--- src/source/qspim_cmd_pkg.sv ---
// SPI command side definitions: command word layout, read
// configuration group, mode and FSM state encodings

package qspim_cmd_pkg;

  localparam int NUM_CS    = 4;   // Chip selects
  localparam int CS_ADDR_W = 8;   // Address/mask width per chip select
  localparam int CMD_W     = 50;  // Command FIFO word
  localparam int DCNT_W    = 12;  // Byte count in the header word

  // Flags at the top of every command word
  localparam int SOC_BIT = 49;  // Start of command
  localparam int EOC_BIT = 48;  // End of command

  // Lane mode on the SPI side
  typedef enum logic [1:0] {
    SPI_SINGLE = 2'b00,
    SPI_DUAL   = 2'b01,
    SPI_QUAD   = 2'b10
  } spi_mode_e;

  // Command generator FSM
  typedef enum logic [1:0] {
    IDLE      = 2'b00,  // Waiting for a flash read
    ADR_PHASE = 2'b01,  // Address word goes out
    CMD_WAIT  = 2'b10,  // Controller still draining the FIFO
    READ_DATA = 2'b11   // Beats returned by the response side
  } cmd_state_e;

  //------------------------------------------------------------
  // One read configuration group
  //------------------------------------------------------------
  typedef struct packed {
    spi_mode_e  imode;      // Initial mode
    spi_mode_e  fmode;      // Final mode
    spi_mode_e  switch;     // Where the mode changes
    logic [3:0] seq;        // Phase sequence
    logic [1:0] addr_cnt;   // Address bytes
    logic [3:0] dummy_cnt;  // Dummy cycles
    logic [7:0] cmd;        // Flash opcode
    logic [7:0] mode;       // Mode byte
  } rd_cfg_t;

endpackage

--- src/source/qspim_wb_pkg.sv ---
// Bus-side constants for the Wishbone to quad-SPI read front end
// Widths, address map and burst length, referenced by scoped name

package qspim_wb_pkg;

  //------------------------------------------------------------
  // Bus widths
  //------------------------------------------------------------
  localparam int WB_WIDTH = 32;  // Data and address width
  localparam int WB_SEL_W = 4;   // Byte enables
  localparam int BL_W     = 10;  // Burst length in words

  //------------------------------------------------------------
  // Address map
  //------------------------------------------------------------
  // Bit 28 clear selects flash memory, set selects register space
  localparam int REG_SEL_BIT = 28;

  // Field compared against the chip-select address/mask pairs
  localparam int CS_MSB = 27;
  localparam int CS_LSB = 20;

  localparam int REG_ADDR_W = 4;  // Word address, taken from bits 5:2

endpackage
--- src/source/qspim_cmd_if.sv ---
// Write side of the command FIFO
// Generator pushes one word per wr pulse, never while full is high

interface qspim_cmd_if;

  logic                             wr;     // One-cycle write strobe
  logic [qspim_cmd_pkg::CMD_W-1:0]  wdata;  // Command word
  logic                             full;   // No room left
  logic                             empty;  // All words popped

  modport producer (
    output wr,
    output wdata,
    input  full,
    input  empty
  );

  modport fifo (
    input  wr,
    input  wdata,
    output full,
    output empty
  );

endinterface

--- src/source/qspim_if.sv ---
// Wishbone slave front end for a quad-SPI flash controller
// Flash reads become header/address words in the internal command
// FIFO, popped by the SPI controller; data comes back through its
// response FIFO. Register accesses go straight to the register block

module qspim_if #(
  parameter int CMD_FIFO_DEPTH = 4
) (
  input  logic                                  mclk,
  input  logic                                  rst_n,

  // Wishbone slave
  input  logic                                  wbd_stb_i,
  input  logic [qspim_wb_pkg::WB_WIDTH-1:0]     wbd_adr_i,
  input  logic                                  wbd_we_i,
  input  logic [qspim_wb_pkg::WB_WIDTH-1:0]     wbd_dat_i,
  input  logic [qspim_wb_pkg::WB_SEL_W-1:0]     wbd_sel_i,
  input  logic [qspim_wb_pkg::BL_W-1:0]         wbd_bl_i,
  output logic [qspim_wb_pkg::WB_WIDTH-1:0]     wbd_dat_o,
  output logic                                  wbd_ack_o,
  output logic                                  wbd_lack_o,

  // Configuration
  input  logic [qspim_cmd_pkg::NUM_CS-1:0][qspim_cmd_pkg::CS_ADDR_W-1:0] cfg_cs_addr_i,
  input  logic [qspim_cmd_pkg::NUM_CS-1:0][qspim_cmd_pkg::CS_ADDR_W-1:0] cfg_cs_mask_i,
  input  qspim_cmd_pkg::rd_cfg_t                cfg_g0_i,  // CS0/CS1
  input  qspim_cmd_pkg::rd_cfg_t                cfg_g1_i,  // CS2/CS3

  input  logic                                  spi_init_done_i,

  // Register block
  output logic                                  spim_reg_req_o,
  output logic [qspim_wb_pkg::REG_ADDR_W-1:0]   spim_reg_addr_o,
  output logic                                  spim_reg_we_o,
  output logic [qspim_wb_pkg::WB_SEL_W-1:0]     spim_reg_be_o,
  output logic [qspim_wb_pkg::WB_WIDTH-1:0]     spim_reg_wdata_o,
  input  logic                                  spim_reg_ack_i,
  input  logic [qspim_wb_pkg::WB_WIDTH-1:0]     spim_reg_rdata_i,

  // Command FIFO read side, SPI controller
  input  logic                                  cmd_fifo_rd_i,
  output logic [qspim_cmd_pkg::CMD_W-1:0]       cmd_fifo_rdata_o,
  output logic                                  cmd_fifo_empty_o,

  // Response FIFO, SPI controller
  input  logic                                  res_fifo_empty_i,
  output logic                                  res_fifo_rd_o,
  input  logic [qspim_wb_pkg::WB_WIDTH-1:0]     res_fifo_rdata_i
);

  logic                           rd_start;
  logic [qspim_wb_pkg::BL_W-1:0]  rd_bl;
  logic                           rd_done;

  qspim_cmd_if u_cmd_bus ();

  qspim_cmd_gen u_cmd_gen (
    .mclk             (mclk),
    .rst_n            (rst_n),
    .wbd_stb_i        (wbd_stb_i),
    .wbd_we_i         (wbd_we_i),
    .wbd_adr_i        (wbd_adr_i),
    .wbd_dat_i        (wbd_dat_i),
    .wbd_sel_i        (wbd_sel_i),
    .wbd_bl_i         (wbd_bl_i),
    .spi_init_done_i  (spi_init_done_i),
    .wbd_lack_i       (wbd_lack_o),  // Masks the strobe still held
    .rd_done_i        (rd_done),
    .cfg_cs_addr_i    (cfg_cs_addr_i),
    .cfg_cs_mask_i    (cfg_cs_mask_i),
    .cfg_g0_i         (cfg_g0_i),
    .cfg_g1_i         (cfg_g1_i),
    .spim_reg_req_o   (spim_reg_req_o),
    .spim_reg_addr_o  (spim_reg_addr_o),
    .spim_reg_we_o    (spim_reg_we_o),
    .spim_reg_be_o    (spim_reg_be_o),
    .spim_reg_wdata_o (spim_reg_wdata_o),
    .rd_start_o       (rd_start),
    .rd_bl_o          (rd_bl),
    .cmd              (u_cmd_bus.producer)
  );

  qspim_cmd_fifo #(
    .CMD_FIFO_DEPTH (CMD_FIFO_DEPTH)
  ) u_cmd_fifo (
    .mclk    (mclk),
    .rst_n   (rst_n),
    .rd_i    (cmd_fifo_rd_i),
    .rdata_o (cmd_fifo_rdata_o),
    .empty_o (cmd_fifo_empty_o),
    .cmd     (u_cmd_bus.fifo)
  );

  qspim_rsp_ctrl u_rsp_ctrl (
    .mclk             (mclk),
    .rst_n            (rst_n),
    .rd_start_i       (rd_start),
    .rd_bl_i          (rd_bl),
    .res_fifo_empty_i (res_fifo_empty_i),
    .res_fifo_rdata_i (res_fifo_rdata_i),
    .res_fifo_rd_o    (res_fifo_rd_o),
    .spim_reg_ack_i   (spim_reg_ack_i),
    .spim_reg_rdata_i (spim_reg_rdata_i),
    .rd_done_o        (rd_done),
    .wbd_ack_o        (wbd_ack_o),
    .wbd_lack_o       (wbd_lack_o),
    .wbd_dat_o        (wbd_dat_o)
  );

endmodule

--- src/source/qspim_rsp_ctrl.sv ---
// Response side of the front end
// Drains the response FIFO for a flash burst and answers the bus
// with ack, last ack and data all registered

module qspim_rsp_ctrl (
  input  logic                               mclk,
  input  logic                               rst_n,

  // From the command generator
  input  logic                               rd_start_i,  // Burst begins
  input  logic [qspim_wb_pkg::BL_W-1:0]      rd_bl_i,     // Beats in the burst

  // Response FIFO
  input  logic                               res_fifo_empty_i,
  input  logic [qspim_wb_pkg::WB_WIDTH-1:0]  res_fifo_rdata_i,
  output logic                               res_fifo_rd_o,

  // Register block
  input  logic                               spim_reg_ack_i,
  input  logic [qspim_wb_pkg::WB_WIDTH-1:0]  spim_reg_rdata_i,

  output logic                               rd_done_o,   // Final beat popped

  // Wishbone response
  output logic                               wbd_ack_o,
  output logic                               wbd_lack_o,
  output logic [qspim_wb_pkg::WB_WIDTH-1:0]  wbd_dat_o
);

  localparam logic [qspim_wb_pkg::BL_W-1:0] ONE_BEAT = 1;

  logic                           active;    // Burst in progress
  logic [qspim_wb_pkg::BL_W-1:0]  beat_cnt;  // Beats still owed
  logic                           last_beat;

  //------------------------------------------------------------
  // Burst tracking
  //------------------------------------------------------------
  assign res_fifo_rd_o = active && !res_fifo_empty_i;  // Empty FIFO stalls the beat
  assign last_beat     = (beat_cnt == ONE_BEAT);
  assign rd_done_o     = res_fifo_rd_o && last_beat;

  always_ff @(posedge mclk) begin
    if (!rst_n) begin
      active   <= 1'b0;
      beat_cnt <= '0;
    end else if (rd_start_i) begin
      active   <= 1'b1;
      beat_cnt <= rd_bl_i;
    end else if (res_fifo_rd_o) begin
      beat_cnt <= beat_cnt - 1'b1;
      if (last_beat) active <= 1'b0;
    end
  end

  //------------------------------------------------------------
  // Bus response
  //------------------------------------------------------------
  always_ff @(posedge mclk) begin
    if (!rst_n) begin
      wbd_ack_o  <= 1'b0;
      wbd_lack_o <= 1'b0;
      wbd_dat_o  <= '0;
    end else begin
      wbd_ack_o  <= res_fifo_rd_o || spim_reg_ack_i;
      wbd_lack_o <= rd_done_o || spim_reg_ack_i;  // Register access is one beat
      if (res_fifo_rd_o) begin
        wbd_dat_o <= res_fifo_rdata_i;
      end else if (spim_reg_ack_i) begin
        wbd_dat_o <= spim_reg_rdata_i;
      end else begin
        wbd_dat_o <= '0;
      end
    end
  end

  // Generator waits for rd_done before it can start another burst
  a_start_idle: assert property (@(posedge mclk) disable iff (!rst_n)
    rd_start_i |-> !active);

endmodule

--- src/source/qspim_cmd_fifo.sv ---
// Command FIFO between the generator and the SPI controller
// Circular buffer, head word always visible on rdata_o

module qspim_cmd_fifo #(
  parameter int CMD_FIFO_DEPTH = 4
) (
  input  logic                              mclk,
  input  logic                              rst_n,
  input  logic                              rd_i,     // Pop from the SPI controller
  output logic [qspim_cmd_pkg::CMD_W-1:0]   rdata_o,  // Head word
  output logic                              empty_o,
  qspim_cmd_if.fifo                         cmd
);

  localparam int PTR_W = (CMD_FIFO_DEPTH > 1) ? $clog2(CMD_FIFO_DEPTH) : 1;
  localparam int CNT_W = $clog2(CMD_FIFO_DEPTH + 1);

  logic [qspim_cmd_pkg::CMD_W-1:0]  mem [CMD_FIFO_DEPTH];
  logic [PTR_W-1:0]                 wr_ptr;
  logic [PTR_W-1:0]                 rd_ptr;
  logic [CNT_W-1:0]                 count;   // Occupancy
  logic                             do_wr;
  logic                             do_rd;

  // Wrap at the depth, works for any depth
  function automatic logic [PTR_W-1:0] ptr_next(input logic [PTR_W-1:0] ptr);
    return (ptr == PTR_W'(CMD_FIFO_DEPTH - 1)) ? '0 : ptr + 1'b1;
  endfunction

  assign do_wr = cmd.wr && !cmd.full;
  assign do_rd = rd_i && !cmd.empty;

  assign cmd.full  = (count == CNT_W'(CMD_FIFO_DEPTH));
  assign cmd.empty = (count == '0);
  assign empty_o   = cmd.empty;
  assign rdata_o   = mem[rd_ptr];

  //------------------------------------------------------------
  // Pointers and count
  //------------------------------------------------------------
  always_ff @(posedge mclk) begin
    if (!rst_n) begin
      wr_ptr <= '0;
      rd_ptr <= '0;
      count  <= '0;
    end else begin
      if (do_wr) wr_ptr <= ptr_next(wr_ptr);
      if (do_rd) rd_ptr <= ptr_next(rd_ptr);
      case ({do_wr, do_rd})
        2'b10:   count <= count + 1'b1;
        2'b01:   count <= count - 1'b1;
        default: count <= count;  // Both or neither
      endcase
    end
  end

  // Storage
  always_ff @(posedge mclk) begin
    if (do_wr) mem[wr_ptr] <= cmd.wdata;
  end

  a_no_wr_full: assert property (@(posedge mclk) disable iff (!rst_n)
    cmd.wr |-> !cmd.full);

  // SPI controller pops only what it sees
  a_no_rd_empty: assert property (@(posedge mclk) disable iff (!rst_n)
    rd_i |-> !cmd.empty);

endmodule

--- src/source/qspim_cmd_gen.sv ---
// Request side of the front end
// Splits flash reads from register accesses, picks the chip select and
// config group, and pushes the header and address words for each read

module qspim_cmd_gen (
  input  logic                                  mclk,
  input  logic                                  rst_n,

  // Wishbone request
  input  logic                                  wbd_stb_i,
  input  logic                                  wbd_we_i,
  input  logic [qspim_wb_pkg::WB_WIDTH-1:0]     wbd_adr_i,
  input  logic [qspim_wb_pkg::WB_WIDTH-1:0]     wbd_dat_i,
  input  logic [qspim_wb_pkg::WB_SEL_W-1:0]     wbd_sel_i,
  input  logic [qspim_wb_pkg::BL_W-1:0]         wbd_bl_i,

  input  logic                                  spi_init_done_i,
  input  logic                                  wbd_lack_i,  // Last ack in flight
  input  logic                                  rd_done_i,   // Final beat popped

  // Chip-select map and read config groups
  input  logic [qspim_cmd_pkg::NUM_CS-1:0][qspim_cmd_pkg::CS_ADDR_W-1:0] cfg_cs_addr_i,
  input  logic [qspim_cmd_pkg::NUM_CS-1:0][qspim_cmd_pkg::CS_ADDR_W-1:0] cfg_cs_mask_i,
  input  qspim_cmd_pkg::rd_cfg_t                cfg_g0_i,
  input  qspim_cmd_pkg::rd_cfg_t                cfg_g1_i,

  // Register block
  output logic                                  spim_reg_req_o,
  output logic [qspim_wb_pkg::REG_ADDR_W-1:0]   spim_reg_addr_o,
  output logic                                  spim_reg_we_o,
  output logic [qspim_wb_pkg::WB_SEL_W-1:0]     spim_reg_be_o,
  output logic [qspim_wb_pkg::WB_WIDTH-1:0]     spim_reg_wdata_o,

  // Response controller
  output logic                                  rd_start_o,
  output logic [qspim_wb_pkg::BL_W-1:0]         rd_bl_o,

  qspim_cmd_if.producer                         cmd
);

  qspim_cmd_pkg::cmd_state_e               state;
  qspim_cmd_pkg::cmd_state_e               next_state;
  qspim_cmd_pkg::rd_cfg_t                  cfg_sel;
  logic [qspim_cmd_pkg::NUM_CS-1:0]        cs_vec;
  logic [qspim_cmd_pkg::DCNT_W-1:0]        data_cnt;
  logic [qspim_cmd_pkg::CMD_W-1:0]         hdr_word;
  logic [qspim_cmd_pkg::CMD_W-1:0]         adr_word;
  logic [qspim_wb_pkg::WB_WIDTH-1:0]       addr_q;
  logic                                    req_ok;
  logic                                    mem_req;
  logic                                    accept;

  //------------------------------------------------------------
  // Address decode
  //------------------------------------------------------------
  // No request of either kind before init or while the last ack is out
  assign req_ok  = spi_init_done_i && wbd_stb_i && !wbd_lack_i;
  assign mem_req = req_ok && !wbd_adr_i[qspim_wb_pkg::REG_SEL_BIT];

  assign spim_reg_req_o   = req_ok && wbd_adr_i[qspim_wb_pkg::REG_SEL_BIT];
  assign spim_reg_addr_o  = wbd_adr_i[qspim_wb_pkg::REG_ADDR_W+1:2];  // Word index
  assign spim_reg_we_o    = wbd_we_i;
  assign spim_reg_be_o    = wbd_sel_i;
  assign spim_reg_wdata_o = wbd_dat_i;

  // Masked compare of the chip-select field
  for (genvar n = 0; n < qspim_cmd_pkg::NUM_CS; n++) begin : g_cs
    assign cs_vec[n] = ((wbd_adr_i[qspim_wb_pkg::CS_MSB:qspim_wb_pkg::CS_LSB]
                        & cfg_cs_mask_i[n]) == cfg_cs_addr_i[n]);
  end

  // CS2/CS3 alone take group 1, anything else group 0
  always_comb begin
    case (cs_vec)
      4'b0100, 4'b1000: cfg_sel = cfg_g1_i;
      default:          cfg_sel = cfg_g0_i;
    endcase
  end

  //------------------------------------------------------------
  // Command words
  //------------------------------------------------------------
  assign data_cnt = {wbd_bl_i, 2'b00};  // Words to bytes

  always_comb begin
    hdr_word = '0;
    hdr_word[qspim_cmd_pkg::SOC_BIT] = 1'b1;
    hdr_word[qspim_cmd_pkg::EOC_BIT-1:0] = {data_cnt, cfg_sel.dummy_cnt,
                                            cfg_sel.addr_cnt, cfg_sel.switch,
                                            cfg_sel.fmode, cfg_sel.imode,
                                            cfg_sel.seq, cs_vec,
                                            cfg_sel.mode, cfg_sel.cmd};
  end

  always_comb begin
    adr_word = '0;
    adr_word[qspim_cmd_pkg::EOC_BIT] = 1'b1;  // Last word of the command
    adr_word[qspim_cmd_pkg::EOC_BIT-1:0] = {16'h0, addr_q[qspim_wb_pkg::WB_WIDTH-1:2], 2'b00};
  end

  //------------------------------------------------------------
  // Command FSM
  //------------------------------------------------------------
  // Only start once the previous command has left the FIFO
  assign accept = (state == qspim_cmd_pkg::IDLE) && mem_req && cmd.empty;

  always_ff @(posedge mclk) begin
    if (!rst_n) begin
      state <= qspim_cmd_pkg::IDLE;
    end else begin
      state <= next_state;
    end
  end

  // Address and burst length held for the whole read
  always_ff @(posedge mclk) begin
    if (accept) begin
      addr_q  <= wbd_adr_i;
      rd_bl_o <= wbd_bl_i;
    end
  end

  always_comb begin
    next_state = state;
    cmd.wr     = 1'b0;
    cmd.wdata  = '0;
    rd_start_o = 1'b0;
    case (state)
      qspim_cmd_pkg::IDLE: begin
        if (accept) begin
          cmd.wr     = 1'b1;
          cmd.wdata  = hdr_word;
          next_state = qspim_cmd_pkg::ADR_PHASE;
        end
      end
      qspim_cmd_pkg::ADR_PHASE: begin
        cmd.wr     = 1'b1;
        cmd.wdata  = adr_word;
        next_state = qspim_cmd_pkg::CMD_WAIT;
      end
      qspim_cmd_pkg::CMD_WAIT: begin
        // Controller has taken both words, response data is fresh
        if (cmd.empty) begin
          rd_start_o = 1'b1;
          next_state = qspim_cmd_pkg::READ_DATA;
        end
      end
      qspim_cmd_pkg::READ_DATA: begin
        if (rd_done_i) next_state = qspim_cmd_pkg::IDLE;
      end
      default: next_state = qspim_cmd_pkg::IDLE;
    endcase
  end

  // Header and address go back to back, FIFO must never be full here
  a_no_wr_full: assert property (@(posedge mclk) disable iff (!rst_n)
    cmd.wr |-> !cmd.full);

endmodule

--- config.mk ---
export PLATFORM = sky130hd
export DESIGN_NAME = qspim_if
export DESIGN_NICKNAME = d
export VERILOG_FILES = /design/src/source/qspim_cmd_pkg.sv /design/src/source/qspim_wb_pkg.sv /design/src/source/qspim_cmd_if.sv /design/src/source/qspim_if.sv /design/src/source/qspim_rsp_ctrl.sv /design/src/source/qspim_cmd_fifo.sv /design/src/source/qspim_cmd_gen.sv
export SDC_FILE = /design/constraint.sdc
export NUM_CORES = 1
export LEC_CHECK = 0
export BUFFER_PORTS_ARGS = -buffer_cell sky130_fd_sc_hd__buf_2
export CAP_MARGIN = 20
export CORE_AREA = 2 2 158 160
export CTS_CLUSTER_DIAMETER = 100
export DETAILED_ROUTE_END_ITERATION = 16
export DIE_AREA = 0 0 160 162
export PLACE_DENSITY = 0.86
export RECOVER_POWER = 100
export SYNTH_ARGS = -nofsm -noshare
export SYNTH_HDL_FRONTEND = slang
export SYNTH_SLANG_ARGS = --single-unit
--- constraint.sdc ---
create_clock -name mclk -period 7.3 [get_ports mclk]
set_input_delay 1.095 -clock mclk [delete_from_list [all_inputs] [get_ports mclk]]
set_output_delay 1.095 -clock mclk [all_outputs]
set_load 0.005 [all_outputs]
# --- After elaboration in Yosys (flattened, before gate mapping) ---
# Memories as Yosys holds them, arrays and structs flattened. A register that Yosys moved wholly into a read port is not among the register bits.
# Index checks and enable logic that the tools add are counted.
classes:
  n_eq_ne: 18
  n_addsub: 5
  bitwise_logic: 4
  n_reduce_logical: 25
  mux: 25
op_table:
  columns: ["operator", "n"]
  rows:
  - ["$pmux W50 S2", 1]
  - ["$mux W32", 3]
  - ["$mux W50", 1]
  - ["$and A8 B8 Y8", 4]
  - ["$eq A8 B8 Y1", 4]
  - ["$mux W10", 2]
  - ["$mux W2", 7]
  - ["$eq A10 B1 Y1 const B", 1]
  - ["$eq A2 B2 Y1 const B", 5]
  - ["$logic_and A1 B1 Y1", 10]
  - ["$sub A10 B1 Y10 const B", 1]
  - ["$mux W1", 8]
  - ["$pmux W2 S4", 1]
  - ["$ne A2 B1 Y1 const B", 3]
  - ["$pmux W3 S2", 1]
  - ["$reduce_bool A2 Y1", 3]
  - ["$logic_not A1 Y1", 5]
  - ["$add A2 B1 Y2 const B", 2]
  - ["$eq A2 B1 Y1 const B", 2]
  - ["$eq A4 B3 Y1 const B", 1]
  - ["$eq A4 B4 Y1 const B", 1]
  - ["$add A3 B1 Y3 const B", 1]
  - ["$eq A3 B3 Y1 const B", 1]
  - ["$logic_not A3 Y1", 1]
  - ["7 further kinds", 8]
totals:
  inputBits: 278
  ram_bits: 200
  mem_count: 1
  register_bits: 96
  output_inout_bits: 128
  wordCells: 89
memory_table:
  columns: ["memory", "words", "width", "rd", "rd_ports_with_merged_regs", "write_ports", "line", "source"]
  rows:
  - ["u_cmd_fifo.mem", 4, 50, 1, 1, 1, "qspim_cmd_fifo.sv:18", "logic [qspim_cmd_pkg::CMD_W-1:0] mem [CMD_FIFO_DEPTH];"]

# --- Logic depth before layout (Yosys ltp) ---
logic_depth:
  depth_word: 10
  depth_mapped: 14

# --- Cells and area by module ---
# From an unflattened synthesis, not the netlist that was laid out.
unflattened:
  cells_unflattened: 901
  hier_area_um2: 12914.9
modules_own_cells:
  columns: ["mod", "n_inst", "area_per_inst_um2", "cells_per_inst"]
  rows:
  - ["qspim_cmd_fifo", 1, 7773.7, 319]
  - ["qspim_cmd_gen", 1, 3345.7, 363]
  - ["qspim_rsp_ctrl", 1, 1795.5, 219]

# --- Worst setup path after synthesis ---
# No wires, ideal clock.
synth_path:
  path_type: "input to register"
  start: "input port wbd_stb_i"
  end: "memory u_cmd_fifo.mem[0][0] (netlist name), enable pin"
  arrival_time_ps: 3132
  setup_ps: 410
  cell_stages: 8
  setup_slack_ps: 3758
  cell_sequence: "nand3b_1 nor3_4 nand2_4 inv_2 buf_6 nor2_2 a31oi_4 and2_1"
synth_between:
  elab_chain_len: 10
synth_rtl:
  columns: ["item", "line", "source"]
  rows:
  - ["start, declared", "qspim_if.sv:13", "input logic wbd_stb_i,"]
  - ["$logic_and A1 B1 Y1 (2 in series)", "qspim_cmd_gen.sv:57", "assign req_ok = spi_init_done_i && wbd_stb_i && !wbd_lack_i;"]
  - ["$logic_and A1 B1 Y1", "qspim_cmd_gen.sv:58", "assign mem_req = req_ok && !wbd_adr_i[qspim_wb_pkg::REG_SEL_BIT];"]
  - ["$logic_and A1 B1 Y1 (2 in series)", "qspim_cmd_gen.sv:105", "assign accept = (state == qspim_cmd_pkg::IDLE) && mem_req && cmd.empty;"]
  - ["$mux W1", "qspim_cmd_gen.sv:130", "if (accept) begin"]
  - ["$pmux W1 S2", "qspim_cmd_gen.sv:128", "case (state)"]
  - ["$logic_and A1 B1 Y1", "qspim_cmd_fifo.sv:30", "assign do_wr = cmd.wr && !cmd.full;"]
  - ["$mux W1", "qspim_cmd_fifo.sv:59", "if (do_wr) mem[wr_ptr] <= cmd.wdata;"]
  - ["$mux W1 (not written as such)", "qspim_cmd_fifo.sv:59", null]
  - ["end, declared", "qspim_cmd_fifo.sv:18", null]
# Every way passes these cells.

# --- Worst setup path in the final report ---
layout_path:
  start: "register u_cmd_fifo.count[2]"
  end: "memory u_cmd_fifo.mem[0][46] (netlist name), enable pin"
layout_between:
  elab_chain_len: 7
  elab_cells_between_ends: 9
  cone_classes: "eq/ne (1); mux (4); reduce/logical (4)"
layout_rtl:
  columns: ["item", "line", "source"]
  rows:
  - ["start, declared", "qspim_cmd_fifo.sv:21", "logic [CNT_W-1:0] count;"]
  - ["start signal, assigned", "qspim_cmd_fifo.sv:50", "2'b10: count <= count + 1'b1;"]
  - ["start signal, assigned", "qspim_cmd_fifo.sv:51", "2'b01: count <= count - 1'b1;"]
  - ["start signal, assigned", "qspim_cmd_fifo.sv:52", "default: count <= count;"]
  - ["$logic_not A3 Y1", "qspim_cmd_fifo.sv:34", "assign cmd.empty = (count == '0);"]
  - ["$logic_and A1 B1 Y1", "qspim_cmd_gen.sv:105", null]
  - ["$mux W1", "qspim_cmd_gen.sv:130", null]
  - ["$pmux W1 S2", "qspim_cmd_gen.sv:128", null]
  - ["$logic_and A1 B1 Y1 (*)", "qspim_cmd_fifo.sv:30", null]
  - ["$mux W1 (*)", "qspim_cmd_fifo.sv:59", null]
  - ["$mux W1 (not written as such) (*)", "qspim_cmd_fifo.sv:59", null]
# Every way passes the cells marked *; elsewhere a longest branch is shown, timed or not.

==> metrics.txt <==
Post-Synthesis Cells 874; crit path DAT 5.35 ns; # Post-CTS Setup Buffers 0; Syn Std Cell Area 12400 um^2; Hold Crit Class flip-flop to flip-flop; TritonCTS clock tree done; Die H 162 um; I/O pin count 406; vias in the first global route 8374; Main synth FF type edfxtp_1; ANT nets after route 0; WL final 34000 um; Global Route Usage Sum 0.253; Synth Warn # 0; violated checks max-capacitance violations, max-slew violations; Net Sw Power 0.00129 W; Worst-Margin Slew 3.12 ns; # rows 57; Reg2Reg Setup Slack 2.14 ns; pwr/cell area 313 nW/um^2; Post-CTS Hold Fix Bufs 0; status complete, but fails checks; syn avg cell area 14.2 um^2; GRT overflow 0; Worst EP required 7.49 ns; pin count of the biggest net entering global routing 75; CP Class flip-flop to flip-flop; Final Critical Period 5.16 ns; Setup violations, final 0; Async SR Flop Fraction 0; Sequential Power Share 0.450; TNS Setup 0 ns; Setup crit start kind flip-flop; routability congestion estimate 0.884; number of clock sinks 288; Pre-antenna DRT Iters 7; clock skew 0.0336 ns; Worst Hold Endpoint u_rsp_ctrl.active; Hold Path Stages 2; register area 8090 um^2; routed length per instance 22.5 um; RSZ-0062 raised after global routing no; Seq/Total Area, Yosys 0.652; Max-cap violations 6; Crit. End Element flip-flop; htree depth 1; Hold Vio Cnt, Final 0; antenna violations before repair 9; via-per-instance ratio 5.77; multi-input logic area 3680 um^2; Die Area 25900 um^2; CTS Root Cell clkbuf_16; Initial Util 0.514; P_int 0.00337 W; max frequency 194 MHz; Worst VDD drop 0.202 mV; period utilisation layout 0.707; max-slew violations 185; Worst slew margin -1.08; DP Wirelength 23800 um; crit path max fanout 58; worst reg2reg path endpoint u_cmd_fifo.mem[0][46]; hold_sp u_rsp_ctrl.active; Leakage 5.70 nW; # fillers 1965; Clock Latency Late Sink 0.56 ns; I/O Buffers 327; cts repair resizes 0; Yosys reg bits 288; CTS buffer count 29; EDFF count, synth 232; Layout Utilization 0.618; NumNets Final 1444; clock-pin slew on the worst setup and hold paths 0.07 ns; fraction of layout cells with a size suffix above 1 0.302; reg2reg start u_cmd_fifo.count[2]; Core ar. 24100 um^2; first-pass GRT wire length 49200 um; Sw Ratio 0.277; Max clock buf depth 3; DR iter-0 viols 790; total number of vias 8703; Synth-to-Final Area Change 20.2%; Clock Power Share 0.327; Reg2Reg Depth 8; die width 160 um; DRC 0; Gate power share 0.223; Synth cell types 54
-- cell type report --
| class | instances | share of cell area |
|---|---|---|
| well taps | 324 | 0.0272 |
| flip-flops and latches | 288 | 0.543 |
| multi-input cells | 473 | 0.247 |
| clock buffers | 33 | 0.0511 |
| repair buffers | 342 | 0.110 |
| clock inverters | 21 | 0.0151 |
| inverters | 19 | 0.00495 |
| diodes | 9 | 0.00151 |
-- metrics by stage --
stage               power (W)  std cells  instance area, um^2  hold WS (ns)  setup slack [ns]
global placement      0.00316       1444                14000         0.456              3.22
CTS                   0.00472       1499                15100         0.482              3.66
floorplan             0.00277        875                12400         0.444              3.76
finish                0.00466       1509                14900         0.479              2.14
detailed placement    0.00320       1445                14100         0.473              3.15
global route          0.00486       1505                14900         0.519              1.75
-- registers in the layout, summed over array words and instances (netlist names), named ones only --
register and count:
u_cmd_gen.addr_q 30, u_cmd_fifo.wr_ptr 2, u_rsp_ctrl.beat_cnt 10, u_cmd_gen.rd_bl_o 10, u_cmd_fifo.count 3, u_rsp_ctrl.wbd_ack_o 1
u_cmd_fifo.mem 192, u_cmd_gen.state 2, u_cmd_fifo.rd_ptr 2, u_rsp_ctrl.active 1, u_rsp_ctrl.wbd_dat_o 32, u_rsp_ctrl.wbd_lack_o 1
-- layout by cell type, fill, tap and decap left out, drive strengths merged, types with 4 or more instances in the layout --
cell and count:
a211oi 8, a21oi 57, mux4 48, and3 16
nand4 28, nor2b 4, o211a 9, buf 256
a21boi 13, o21ai 11, diode 9, xnor2 5
edfxtp 232, and2 16, o22a 6, nand2 86
nand3 67, clkinv 13, and3b 8, a21o 8
dfxtp 56, bufinv 4, clkbuf 119, nor2 6
ha 12, a32oi 26, xor2 7, inv 22
-- Yosys cell counts, drive strengths merged, types with 3 or more instances --
| cell type | number | area, um^2 |
|---|---|---|
| a211oi | 8 | 60.1 |
| a21boi | 13 | 97.6 |
| a21o | 8 | 60.1 |
| a21oi | 57 | 285 |
| a32oi | 26 | 228 |
| and2 | 16 | 100 |
| and3 | 16 | 100 |
| and3b | 8 | 70.1 |
| buf | 55 | 384 |
| clkbuf | 40 | 150 |
| dfxtp | 56 | 1120 |
| edfxtp | 232 | 6970 |
| ha | 12 | 150 |
| inv | 19 | 71.3 |
| mux2i | 3 | 30.0 |
| mux4 | 48 | 1080 |
| nand2 | 86 | 330 |
| nand3 | 67 | 335 |
| nand4 | 28 | 175 |
| nor2 | 6 | 25.0 |
| nor2b | 4 | 25.0 |
| nor4 | 3 | 18.8 |
| o211a | 9 | 90.1 |
| o21ai | 11 | 55.1 |
| o22a | 6 | 52.6 |
| or3 | 3 | 23.8 |
| xnor2 | 5 | 43.8 |
| xor2 | 7 | 61.3 |
-- cells by family (layout without fill, tap and decap cells) --
| kind of cell | Yosys count | in the layout | synth area share |
|---|---|---|---|
| multiplexers | 51 | 51 | 0.0896 |
| XOR/XNOR | 12 | 12 | 0.00848 |
| other | 1 | 11 | 0.000303 |
| flip-flops | 288 | 288 | 0.652 |
| adder cells (fa/ha/maj) | 13 | 13 | 0.0137 |
| AO/OA/AOI/OAI | 148 | 148 | 0.0825 |
| buffers and inverters | 114 | 415 | 0.0489 |
| AND/OR/NAND/NOR | 247 | 247 | 0.104 |
-- layer usage --
layer / global-route usage / share of wire
met4: 0.101 / 0.039
met5: 0 / 0.00038
met1: 0.294 / 0.36
met3: 0.0544 / 0.078
met2: 0.458 / 0.53
-- critical path: stages (launching register included) --
cell     delay, ns
dfxtp_1       0.33
or3_1         0.46
nor3_1        0.31
nand2_1       0.45
inv_4         0.64
nor2_1        0.09
a31oi_1       0.56
and2_0        1.36
buf_4         0.55
-- power by group through the flow --
stage	Clock [W]	Combinational (W)	Sequential, W
final	0.00152	0.00104	0.00210
after global routing	0.00161	0.00113	0.00212
after CTS	0.00154	0.00102	0.00215
after detailed placement	0	0.00102	0.00219
after global placement	0	0.000989	0.00217
after floorplan	0	0.000666	0.00211
-- how the worst max path moves through the flow --
stage	slack (ns)	to	cells past startpoint	from
2_1_floorplan	3.76	u_cmd_fifo.mem[0][0]	8	wbd_stb_i
3_3_place_gp	3.22	u_cmd_fifo.mem[0][34]	9	wbd_stb_i
3_5_place_dp	3.15	u_cmd_fifo.mem[3][34]	9	wbd_stb_i
4_1_cts	3.66	u_cmd_fifo.mem[1][4]	8	u_cmd_fifo.count[2]
5_1_grt	1.75	u_cmd_fifo.mem[0][46]	8	u_cmd_fifo.count[2]
6_report	2.14	u_cmd_fifo.mem[0][46]	8	u_cmd_fifo.count[2]
No activity file was read; power rests on OpenSTA's default activity.
